`config.mk`:
```
export PLATFORM = sky130hd
export DESIGN_NAME = scalar_unit
export DESIGN_NICKNAME = d
export VERILOG_FILES = /design/src/simt_pkg.sv /design/src/scalar_unit.sv
export SDC_FILE = /design/constraint.sdc
export NUM_CORES = 2
export LEC_CHECK = 0
export BUFFER_PORTS_ARGS = -buffer_cell sky130_fd_sc_hd__buf_2
export CORE_ASPECT_RATIO = 1.5
export CORE_MARGIN = 2
export CORE_UTILIZATION = 48
export CTS_CLUSTER_SIZE = 30
export DETAILED_ROUTE_END_ITERATION = 6
export PLACE_DENSITY = 0.69
export SLEW_MARGIN = 5
export SYNTH_ARGS = -nofsm -noshare
export SYNTH_HDL_FRONTEND = slang
export SYNTH_SLANG_ARGS = --single-unit
```
`constraint.sdc`:
```
create_clock -name clk -period 4.7 [get_ports clk]
set_input_delay 0 -clock clk [delete_from_list [all_inputs] [get_ports clk]]
set_output_delay 0 -clock clk [all_outputs]
set_load 0.03 [all_outputs]
```
`src/simt_pkg.sv`:
```
package simt_pkg;

    // Core dimensions
    localparam int NUM_LANES = 8;
    localparam int DATA_WIDTH = 32;
    localparam int NUM_REGS = 32;
    localparam int REG_ADDR_WIDTH = 5;
    localparam int LANE_ID_REG = 31;
    localparam int LANE_IDX_WIDTH = $clog2(NUM_LANES);
    localparam int IMEM_ADDR_WIDTH = 10;

    // Instruction word layout
    localparam int OPCODE_WIDTH = 5;
    localparam int OPCODE_LSB = 27;
    localparam int RD_LSB = 22;
    localparam int RS1_LSB = 17;
    localparam int RS2_LSB = 12;
    localparam int IMM_WIDTH = 12;

    typedef logic [DATA_WIDTH-1:0] data_t;
    typedef logic [REG_ADDR_WIDTH-1:0] reg_addr_t;
    typedef logic [IMEM_ADDR_WIDTH-1:0] imem_addr_t;
    typedef logic [31:0] instr_t;
    typedef logic [NUM_LANES-1:0] lane_mask_t;

    // Scalar ops in the low half, vector ops from 5'h10
    typedef enum logic [OPCODE_WIDTH-1:0] {
        ADDI  = 5'h01,
        ADD   = 5'h02,
        SUB   = 5'h03,
        AND   = 5'h04,
        OR    = 5'h05,
        XOR   = 5'h06,
        SLT   = 5'h07,
        BNEZ  = 5'h08,
        OUT   = 5'h09,
        HALT  = 5'h0a,
        VADD  = 5'h10,
        VSUB  = 5'h11,
        VADDI = 5'h12,
        VADDS = 5'h13,
        VSLT  = 5'h14,
        VEXT  = 5'h15
    } opcode_t;

    typedef struct packed {
        opcode_t   opcode;
        reg_addr_t rd;
        reg_addr_t rs1;
        reg_addr_t rs2;
        data_t     imm;
        logic      is_vector;
        logic      exec;
    } decoded_t;

    typedef struct packed {
        data_t alu_value;
        data_t rs1_value;
        logic  branch_taken;
    } scalar_result_t;

    // VSLT mask zero-extended, or the selected lane for VEXT
    typedef struct packed {
        data_t reduce_value;
    } vector_result_t;

    typedef struct packed {
        logic      we;
        reg_addr_t rd;
        data_t     value;
    } writeback_t;

    typedef enum logic [2:0] {
        FETCH,
        EXECUTE,
        OUTPUT,
        DONE,
        IDLE
    } seq_state_t;

endpackage

```
`src/scalar_unit.sv`:
```
`timescale 1ns/10ps

module scalar_unit
    import simt_pkg::*;
(
    input  logic           clk,
    input  logic           reset,
    input  decoded_t       decoded,
    input  writeback_t     writeback,
    output scalar_result_t scalar_result,
    output data_t          scalar_rs2
);

    data_t regs [NUM_REGS];
    data_t rs1_val;
    data_t rs2_val;
    data_t alu_value;

    // Register 0 is hardwired to zero
    assign rs1_val = (decoded.rs1 == '0) ? '0 : regs[decoded.rs1];
    assign rs2_val = (decoded.rs2 == '0) ? '0 : regs[decoded.rs2];

    always_ff @(posedge clk) begin
        if (reset) begin
            for (int i = 0; i < NUM_REGS; i++) begin
                regs[i] <= '0;
            end
        end else if (writeback.we && writeback.rd != '0) begin
            regs[writeback.rd] <= writeback.value;
        end
    end

    always_comb begin
        case (decoded.opcode)
            ADDI: alu_value = rs1_val + decoded.imm;
            ADD: alu_value = rs1_val + rs2_val;
            SUB: alu_value = rs1_val - rs2_val;
            AND: alu_value = rs1_val & rs2_val;
            OR: alu_value = rs1_val | rs2_val;
            XOR: alu_value = rs1_val ^ rs2_val;
            SLT: alu_value = data_t'($signed(rs1_val) < $signed(rs2_val));
            default: alu_value = '0;
        endcase
    end

    always_comb begin
        scalar_result.alu_value = alu_value;
        scalar_result.rs1_value = rs1_val;
        // Taken when the tested register is nonzero
        scalar_result.branch_taken = (decoded.opcode == BNEZ) && (rs1_val != '0);
    end

    // Broadcast operand for VADDS
    assign scalar_rs2 = rs2_val;

endmodule

```
==> impl_metrics.tcl <==
set metrics [dict create \
    drt-wirelength-per-cell_um 33.0 \
    ys_warn_count 0 \
    largest_reg_flops 1024 \
    die_w_um 293 \
    tightest_slew_ns 1.30 \
    grt.overflow.total 0 \
    rows 158 \
    first_iter_violations 4572 \
    post-route-period-util_pct 110 \
    dieArea_um2 128000 \
    cp.arrival_ns 5.17 \
    crit_path_end_kind "primary output" \
    clockBufferDepth 3 \
    slew_headroom_pct 12.9 \
    rsz0062_at_grt "true" \
    synthDistinctLibCells 68 \
    power_leakage_nw 26.6 \
    status "finished, violations left" \
    num_vias 43006 \
    period_needed_ns 5.17 \
    synth_common_cells "edfxtp_1, and2_1, mux4_2" \
    placed_area_um2 66400 \
    syn_area_um2 60000 \
    synth-seq-area-share_pct 51.3 \
    die_h_um 437 \
    synth.area.top_cells "edfxtp_1, mux4_2, and2_1" \
    cts_tree "yes" \
    worst_ep_required_time_ns 4.70 \
    fmax_mhz 193 \
    io_pins 191 \
    min_path_cells 2 \
    root_buffer "clkbuf_16" \
    grt_max_degree 69 \
    drtAntennaViolNets 0 \
    p_per_area_nw_per_um2 350 \
    grt_pass1_wl_um 306000 \
    port_buffers 183 \
    crit_chain "mux4_2, mux4_2, mux2i_4, nor2_1, inv_1, buf_4, o21ai_0, ha_1, a21o_1, a31o_4, nor2_4, a21oi_4, o31a_1, o211ai_1, mux2i_1, nand2_1, o211ai_1, buf_4, buf_6" \
    hold_class "input pin to register" \
    hold_viol 0 \
    yosys.area.top_type "edfxtp_1" \
    cts.reportedPaths.clkPinSlew_ns 0.07 \
    synth-edff-count 1024 \
    first_pass_iters 7 \
    synth-seq-cells 1024 \
    worst_slack_ns -0.474 \
    synth.top_cell.area_share_pct 51.3 \
    drive_gt1_share_pct 35.0 \
    grt_usage_pct 33.6 \
    syn2layout_area_growth_pct 19.2 \
    h-tree-depth 3 \
    peakVddDrop_mv 0.297 \
    pre_cts_ws_ns -0.759 \
    synth-async-reset-ratio_pct 0 \
    cts_buffers 89 \
    grt_pass1_vias 44162 \
    regArea_um2 30700 \
    viasPerCell 6.57 \
    max_cap_violations 0 \
    path_max_fanout 3 \
    place.gp.congestion 1.01 \
    design_area_um2 71500 \
    setup_violations 22 \
    antenna_found_initial 24 \
    violations "negative setup slack" \
    cpMaxStageDelayCell "mux4_2" \
    finalNetCount 5084 \
    drv_slew 0 \
    regMostFlops "regs" \
    cts_sinks 1024 \
    reg.largest.list "regs: 1024 flops" \
    hold_end "regs[0][12]$_SDFFCE_PN0P_" \
    hold_start "reset" \
    final_core_util_pct 57.8 \
    yosys.cell_count.top_type "edfxtp_1" \
    wl_um 216000 \
    core_area_um2 124000 \
    max_stage_delay_ns 0.57 \
    dp_hpwl_um 141000 \
    finalPower_mw 25.0 \
    fill_cells 9581 \
    synth_ff_type "edfxtp_1" \
    path_class "register to primary output" \
    netlist_instances 4289 \
    startpoint_type "register" \
    multi_input_area_um2 28500 \
    start_util_pct 48.5 \
    drc 0 \
    avgSynthCellArea_um2 14.0 \
]
-- how the worst max path moves through the flow --
stage	start	endpoint	slack (ns)	cells after the start
final	regs[27][10]$_SDFFCE_PN0P_	scalar_result[62]	-0.47	19
after floorplan	decoded[35]	scalar_result[57]	0.004	19
after global routing	regs[31][4]$_SDFFCE_PN0P_	scalar_result[64]	-0.62	19
after CTS	regs[11][2]$_SDFFCE_PN0P_	scalar_result[62]	-0.56	20
after detailed placement	decoded[34]	scalar_result[60]	-0.76	21
after global placement	decoded[34]	scalar_result[60]	-0.80	21
-- final cells by class --
cell class | instances | share of cell area, %
Clock buffer | 101 | 3.21
Timing Repair Buffer | 860 | 9.54
Clock inverter | 64 | 1.07
Tap cell | 1600 | 2.80
Multi-Input combinational cell | 2789 | 39.8
Inverter | 97 | 0.516
Antenna cell | 11 | 0.0385
Sequential cell | 1024 | 43.0
-- layer usage --
layer  wire (µm)  GRT usage (%)  up-vias
li1            -              -    17469
met1       70000           38.8    21690
met2      107000           56.9     3021
met3       24100           7.69      806
met4       14800           20.1       20
met5         134              0        -
-- placed cells by master (no fill, tap or decap), types with 10 or more instances in the layout --
cell type,count
mux4_2,520
ha_1,115
nor2_1,59
conb_1,32
a211oi_1,19
a21oi_4,10
clkbuf_1,11
and2_1,997
buf_6,44
o221ai_1,60
buf_2,150
buf_4,592
nand2_1,125
clkinv_1,20
a22o_1,22
o22ai_1,35
bufinv_16,16
buf_12,37
o21ai_2,14
o21ai_1,15
xor2_1,19
o211ai_1,11
mux2i_1,153
nor3_1,11
a21oi_2,15
nand3_1,26
inv_1,85
clkbuf_16,90
a21oi_1,92
nor2_4,38
a21o_1,22
clkinv_2,15
edfxtp_1,1024
dlygate4sd3_1,33
or2_2,32
xnor2_1,24
diode_2,11
a22oi_1,53
o21ai_0,55
-- power breakdown --
part           switching (mW)  internal (mW)
Combinational            3.49           2.84
Sequential              0.262           10.5
Clock                    3.50           4.41
-- cells by family after synthesis --
| logic type | synth area share (%) |
|---|---|
| DFF | 51.3 |
| muxes | 22.5 |
| buffers and inverters | 3.68 |
| and+or+nand+nor | 13.4 |
| AOI/OAI and AO/OA | 5.71 |
| other | 0.00625 |
| adders and majority gates | 2.72 |
| xor gates and xnor gates | 0.760 |
-- repair_timing --
action                                  CTS  global route
pin swaps                                72            90
hold buffers                             33             0
endpoints found under the setup margin   25            29
buffers inserted                         44            29
hold endpoints to repair                970             0
gates resized for setup                 187           128
-- per-stage QoR --
| stage | setup TNS [ns] | hold slack [ns] | std cells |
|---|---|---|---|
| after floorplan | 0 | 0.112 | 4320 |
| after CTS | -8.23 | 0.252 | 6520 |
| after detailed placement | -5.70 | 0.313 | 6280 |
| after global placement | -5.93 | 0.318 | 6280 |
| final | -6.56 | 0.278 | 6546 |
| after global routing | -9.18 | 0.292 | 6538 |
-- critical path: cells and delay by family, from the launching register on --
family	cells	cell delay, ns
adder cells (fa/ha/maj)	1	0.35
buffers and inverters	4	0.48
AND/OR/NAND/NOR	3	0.37
AO/OA/AOI/OAI	7	1.24
flip-flops	1	0.41
multiplexers	4	1.59
Power figures use the tool's default switching activity.
