==> src/simt_pkg.sv <==
package simt_pkg;

    // Core dimensions
    localparam int NUM_LANES = 8;
    localparam int DATA_WIDTH = 32;
    localparam int NUM_REGS = 32;
    localparam int REG_ADDR_WIDTH = 5;
    localparam int LANE_ID_REG = 31;
    localparam int LANE_IDX_WIDTH = $clog2(NUM_LANES);
    localparam int IMEM_ADDR_WIDTH = 10;

    // Instruction word layout
    localparam int OPCODE_WIDTH = 5;
    localparam int OPCODE_LSB = 27;
    localparam int RD_LSB = 22;
    localparam int RS1_LSB = 17;
    localparam int RS2_LSB = 12;
    localparam int IMM_WIDTH = 12;

    typedef logic [DATA_WIDTH-1:0] data_t;
    typedef logic [REG_ADDR_WIDTH-1:0] reg_addr_t;
    typedef logic [IMEM_ADDR_WIDTH-1:0] imem_addr_t;
    typedef logic [31:0] instr_t;
    typedef logic [NUM_LANES-1:0] lane_mask_t;

    // Scalar ops in the low half, vector ops from 5'h10
    typedef enum logic [OPCODE_WIDTH-1:0] {
        ADDI  = 5'h01,
        ADD   = 5'h02,
        SUB   = 5'h03,
        AND   = 5'h04,
        OR    = 5'h05,
        XOR   = 5'h06,
        SLT   = 5'h07,
        BNEZ  = 5'h08,
        OUT   = 5'h09,
        HALT  = 5'h0a,
        VADD  = 5'h10,
        VSUB  = 5'h11,
        VADDI = 5'h12,
        VADDS = 5'h13,
        VSLT  = 5'h14,
        VEXT  = 5'h15
    } opcode_t;

    typedef struct packed {
        opcode_t   opcode;
        reg_addr_t rd;
        reg_addr_t rs1;
        reg_addr_t rs2;
        data_t     imm;
        logic      is_vector;
        logic      exec;
    } decoded_t;

    typedef struct packed {
        data_t alu_value;
        data_t rs1_value;
        logic  branch_taken;
    } scalar_result_t;

    // VSLT mask zero-extended, or the selected lane for VEXT
    typedef struct packed {
        data_t reduce_value;
    } vector_result_t;

    typedef struct packed {
        logic      we;
        reg_addr_t rd;
        data_t     value;
    } writeback_t;

    typedef enum logic [2:0] {
        FETCH,
        EXECUTE,
        OUTPUT,
        DONE,
        IDLE
    } seq_state_t;

endpackage

==> src/warp_sequencer.sv <==
`timescale 1ns/10ps

module warp_sequencer
    import simt_pkg::*;
(
    input  logic           clk,
    input  logic           reset,
    input  logic           start,

    output logic           imem_req,
    input  logic           imem_ack,
    output imem_addr_t     imem_addr,
    input  instr_t         imem_data,

    output logic           out_req,
    output data_t          out_data,
    input  logic           out_ack,

    output logic           done,

    output decoded_t       decoded,
    input  scalar_result_t scalar_result,
    input  vector_result_t vector_result,
    output writeback_t     writeback
);

    seq_state_t state;
    imem_addr_t pc;
    imem_addr_t next_pc;
    instr_t     instr_reg;
    logic       is_reduce;

    // Field decode of the held instruction
    always_comb begin
        decoded.opcode = opcode_t'(instr_reg[OPCODE_LSB +: OPCODE_WIDTH]);
        decoded.rd = instr_reg[RD_LSB +: REG_ADDR_WIDTH];
        decoded.rs1 = instr_reg[RS1_LSB +: REG_ADDR_WIDTH];
        decoded.rs2 = instr_reg[RS2_LSB +: REG_ADDR_WIDTH];
        decoded.imm = {{(DATA_WIDTH-IMM_WIDTH){instr_reg[IMM_WIDTH-1]}},
                       instr_reg[IMM_WIDTH-1:0]};
        decoded.is_vector = decoded.opcode inside {VADD, VSUB, VADDI, VADDS, VSLT, VEXT};
        decoded.exec = (state == EXECUTE);
    end

    // Reductions land in the scalar file instead of the ALU value
    assign is_reduce = decoded.opcode inside {VSLT, VEXT};

    always_comb begin
        writeback.we = decoded.exec &&
            (decoded.opcode inside {ADDI, ADD, SUB, AND, OR, XOR, SLT, VSLT, VEXT});
        writeback.rd = decoded.rd;
        writeback.value = is_reduce ? vector_result.reduce_value : scalar_result.alu_value;
    end

    // Branch offset wraps within the instruction space
    assign next_pc = scalar_result.branch_taken ?
                     pc + decoded.imm[IMEM_ADDR_WIDTH-1:0] :
                     pc + imem_addr_t'(1);

    assign imem_addr = pc;

    always_ff @(posedge clk) begin
        if (reset) begin
            state <= IDLE;
            pc <= '0;
            imem_req <= 1'b0;
            out_req <= 1'b0;
            done <= 1'b0;
        end else begin
            case (state)
                IDLE: begin
                    if (start) begin
                        state <= FETCH;
                        imem_req <= 1'b1;
                    end
                end
                FETCH: begin
                    // Capture on ack, then wait for ack to fall
                    if (imem_req && imem_ack) begin
                        imem_req <= 1'b0;
                    end else if (!imem_req && !imem_ack) begin
                        state <= EXECUTE;
                    end
                end
                EXECUTE: begin
                    pc <= next_pc;
                    if (decoded.opcode == HALT) begin
                        state <= DONE;
                        done <= 1'b1;
                    end else if (decoded.opcode == OUT) begin
                        state <= OUTPUT;
                        out_req <= 1'b1;
                    end else begin
                        state <= FETCH;
                        imem_req <= 1'b1;
                    end
                end
                OUTPUT: begin
                    if (out_req && out_ack) begin
                        out_req <= 1'b0;
                    end else if (!out_req && !out_ack) begin
                        state <= FETCH;
                        imem_req <= 1'b1;
                    end
                end
                default: begin
                    // Halted until reset
                    state <= DONE;
                end
            endcase
        end
    end

    // Instruction and output payload
    always_ff @(posedge clk) begin
        if (state == FETCH && imem_req && imem_ack) begin
            instr_reg <= imem_data;
        end
        if (decoded.exec && decoded.opcode == OUT) begin
            out_data <= scalar_result.rs1_value;
        end
    end

endmodule

==> config.mk <==
export PLATFORM = sky130hd
export DESIGN_NAME = warp_sequencer
export DESIGN_NICKNAME = d
export VERILOG_FILES = /design/src/simt_pkg.sv /design/src/warp_sequencer.sv
export SDC_FILE = /design/constraint.sdc
export NUM_CORES = 1
export LEC_CHECK = 0
export BUFFER_PORTS_ARGS = -buffer_cell sky130_fd_sc_hd__buf_2
export CAP_MARGIN = 20
export CORE_ASPECT_RATIO = 1.25
export CORE_MARGIN = 4
export CORE_UTILIZATION = 30
export CTS_CLUSTER_DIAMETER = 200
export DETAILED_ROUTE_END_ITERATION = 7
export HOLD_SLACK_MARGIN = 0.15
export MAX_ROUTING_LAYER = met4
export PLACE_DENSITY = 0.69
export RECOVER_POWER = 50
export SYNTH_ARGS = -nofsm -noshare
export SYNTH_HDL_FRONTEND = slang
export SYNTH_SLANG_ARGS = --single-unit
==> constraint.sdc <==
create_clock -name clk -period 10.56 [get_ports clk]
set_clock_uncertainty 0.1 [all_clocks]
set_input_delay 1.056 -clock clk [delete_from_list [all_inputs] [get_ports clk]]
set_output_delay 1.056 -clock clk [all_outputs]
set_load 0.05 [all_outputs]
==> metrics.md <==
| Metric | Value |
|---|---|
| Share of layout cells above drive strength 1 | 40.7% |
| Setup TNS Final | 0 ns |
| Worst slew pin tran | 1.72 ns |
| Most frequent cells in the layout | 196 x buf_2, 75 x clkbuf_1, 64 x edfxtp_1, 32 x mux2_1, 16 x dfxtp_1 |
| Synth area leader | edfxtp_1 |
| CP Max Fanout | 16 |
| Detailed placement HPWL | 9530 um |
| Slew margin rel. | -14.8% |
| Crit end category | output pin |
| Gpl congestion | 0.895 |
| R2r setup slk | 7.40 ns |
| Clk sinks | 80 |
| Final hold violations | 0 |
| Total Die Area | 14400 um2 |
| R2R Path Start | state[1] |
| Post-Layout Cell Count | 710 |
| DRC violations left | 0 |
| LEAKAGE | 2.24 nW |
| Netlist cell types | 51 |
| Placed Area | 5130 um2 |
| Multi-input logic area | 1290 um2 |
| Starting DRT DRC Count | 146 |
| CORE AREA | 12200 um2 |
| RSZ-0062 raised after global routing | false |
| Hold EP | imem_addr[3] |
| CP cell instances | or2_0, inv_1, buf_2 |
| CTS Buffer Depth | 2 |
| Tot Pwr | 0.000801 W |
| Vias | 3199 |
| CTS Buf Count | 9 |
| Die width | 108 um |
| Power Density | 150 nW/um2 |
| CTS tree | done |
| Initial antenna violation count | 0 |
| Worst vdd ir | 85.6 uV |
| Root buf cell | clkbuf_16 |
| Cell count after placement | 694 |
| GRT overflow | 0 |
| Mean area per synthesized cell | 12.9 um2 |
| Failing checks | max-capacitance violations, max-slew violations |
| Synth warn | 0 |
| Mapped Cells | 292 |
| Crit share post-route | 35.4% |
| Main flop type after synthesis | edfxtp_1 |
| Largest net degree at the start of global routing | 34 |
| Post-CTS resize count | 0 |
| Rows | 45 |
| Clk slew on worst S/H paths | 0.06 ns |
| Number of H-tree levels | 3 |
| Post-synth ARST share | 0% |
| FF+latch area | 2240 um2 |
| Final setup violation count | 0 |
| Syn-to-layout area delta | 41.9% |
| Remaining antenna violation count after routing | 0 |
| I/O pin count | 271 |
| Synth Register Bits | 80 |
| Max-Cap Viols | 1 |
| Slowest stage cell on the critical path | or2_0 |
| Clock Latency Late Sink | 0.33 ns |
| Tmin final | 3.73 ns |
| Top post-synthesis cells by area | edfxtp_1 51%, mux2_1 9.6%, dfxtp_1 8.5% |
| Worst hold stages | 2 |
| Net count after synthesis | 436 |
| Post-route cell area | 5350 um2 |
| DR vias/cell | 4.51 |
| Hold bufs inserted after CTS | 0 |
| Fmax | 268 MHz |
| Die Height | 133 um |
| Seq/Total Area, Yosys | 59.4% |
| CP startpoint kind | flop |
| Antenna diodes | 0 |
| Worst Path Required | 9.40 ns |
| Global-route wire length before repair | 17700 um |
| WL/cell | 16.4 um |
| Number of synthesized flops with an enable pin | 64 |
| Post-layout nets | 685 |
| Post-CTS Setup Bufs | 0 |
| Hold path start | imem_addr[3] |
| Min-Delay Path Class | reg2reg |
| Reg2reg end | out_data[9] |
| WP data arrival | 2.58 ns |
| Total global-route track usage | 16.4% |
| Setup CP Type | reg2out |
| Vias in the first global route | 3379 |
| Post-synthesis cell area | 3770 um2 |
| Most common cell after layout, fill and taps aside | buf_2 |
| Fillcell total | 1218 |
| Post-synth top area share | 50.9% |
| Fin. max-slew vios | 34 |
| Starting density of the core | 30.9% |
| Cells on worst reg2reg path | 4 |
| Slowest stage delay, CP | 0.82 ns |
| WL final | 11700 um |
| Drt pass-1 iters | 4 |
| Status | finished, violations left |
| Hold slack | 0.385 ns |
| PortBufs | 270 |
==> critical path, delay by kind of cell, from the launching register on <==
| family | cells | cell delay (ns) |
|---|---|---|
| simple gates | 1 | 0.82 |
| buf+inv | 2 | 0.84 |
| flops | 1 | 0.58 |
==> cells in the mapped netlist (2+ instances only) <==
library cell and count:
nor2b_1 4, mux2_1 32, nor3_1 5, nand4_1 2, xnor2_1 2, o21ai_1 2
o21ai_0 8, nor2_1 15, clkbuf_1 4, o31a_1 2, ha_1 9, edfxtp_1 64
or3_1 2, a21oi_1 14, buf_4 27, o211ai_1 2, a21o_1 4, nand3b_1 7
and2_1 8, nand2b_1 9, o21bai_1 2, nand3_1 2, dfxtp_1 16, a211oi_1 2
inv_1 5, buf_2 3, nand2_1 14, o21a_1 3
==> stage by stage <==
stage | setup slack (ns) | utilization (%)
final | 6.83 | 43.8
after global routing | 6.62 | 43.8
after CTS | 7.28 | 44.6
after detailed placement | 7.34 | 42.0
after global placement | 7.37 | 42.0
after floorplan | 6.57 | -
==> layout make-up <==
class,instances,share of cell area (%)
sequential,80,41.9
multi-input combinational,172,24.1
timing repair buffer,272,23.7
clock buffer,9,4.21
tap,164,3.83
clock inverter,7,1.80
inverter,6,0.421
==> power by group <==
| part | switching [W] | internal, W | total, W |
|---|---|---|---|
| clock network | 0.000126 | 0.000207 | 0.000333 |
| registers | 0.00000512 | 0.000347 | 0.000352 |
| logic | 0.0000792 | 0.0000370 | 0.000116 |
==> worst max path at each step <==
| stage | from | end | depth (start not counted) |
|---|---|---|---|
| after floorplan | instr_reg[29] | out_data[0] | 2 |
| final | state[2] | decoded[0] | 3 |
| after detailed placement | scalar_result[0] | imem_addr[9] | 8 |
| after CTS | instr_reg[30] | writeback[21] | 5 |
| after global routing | state[2] | decoded[0] | 3 |
| after global placement | scalar_result[0] | imem_addr[9] | 8 |
==> routing by layer <==
metal	up-vias	share of wire [%]	GRT usage [%]
li1	1540	-	-
met1	1494	40	19.5
met2	141	50	25.9
met3	24	7.4	4.75
met4	0	2.7	6.81
met5	-	0	-
==> kinds of logic after synthesis <==
group | synth area share [%]
xor+xnor | 0.464
compound gates | 8.33
mux | 9.82
fa+ha+maj | 3.52
buf+inv | 6.77
simple gates | 11.7
flops | 59.4
Note: power is estimated with default switching activity, not from simulation.
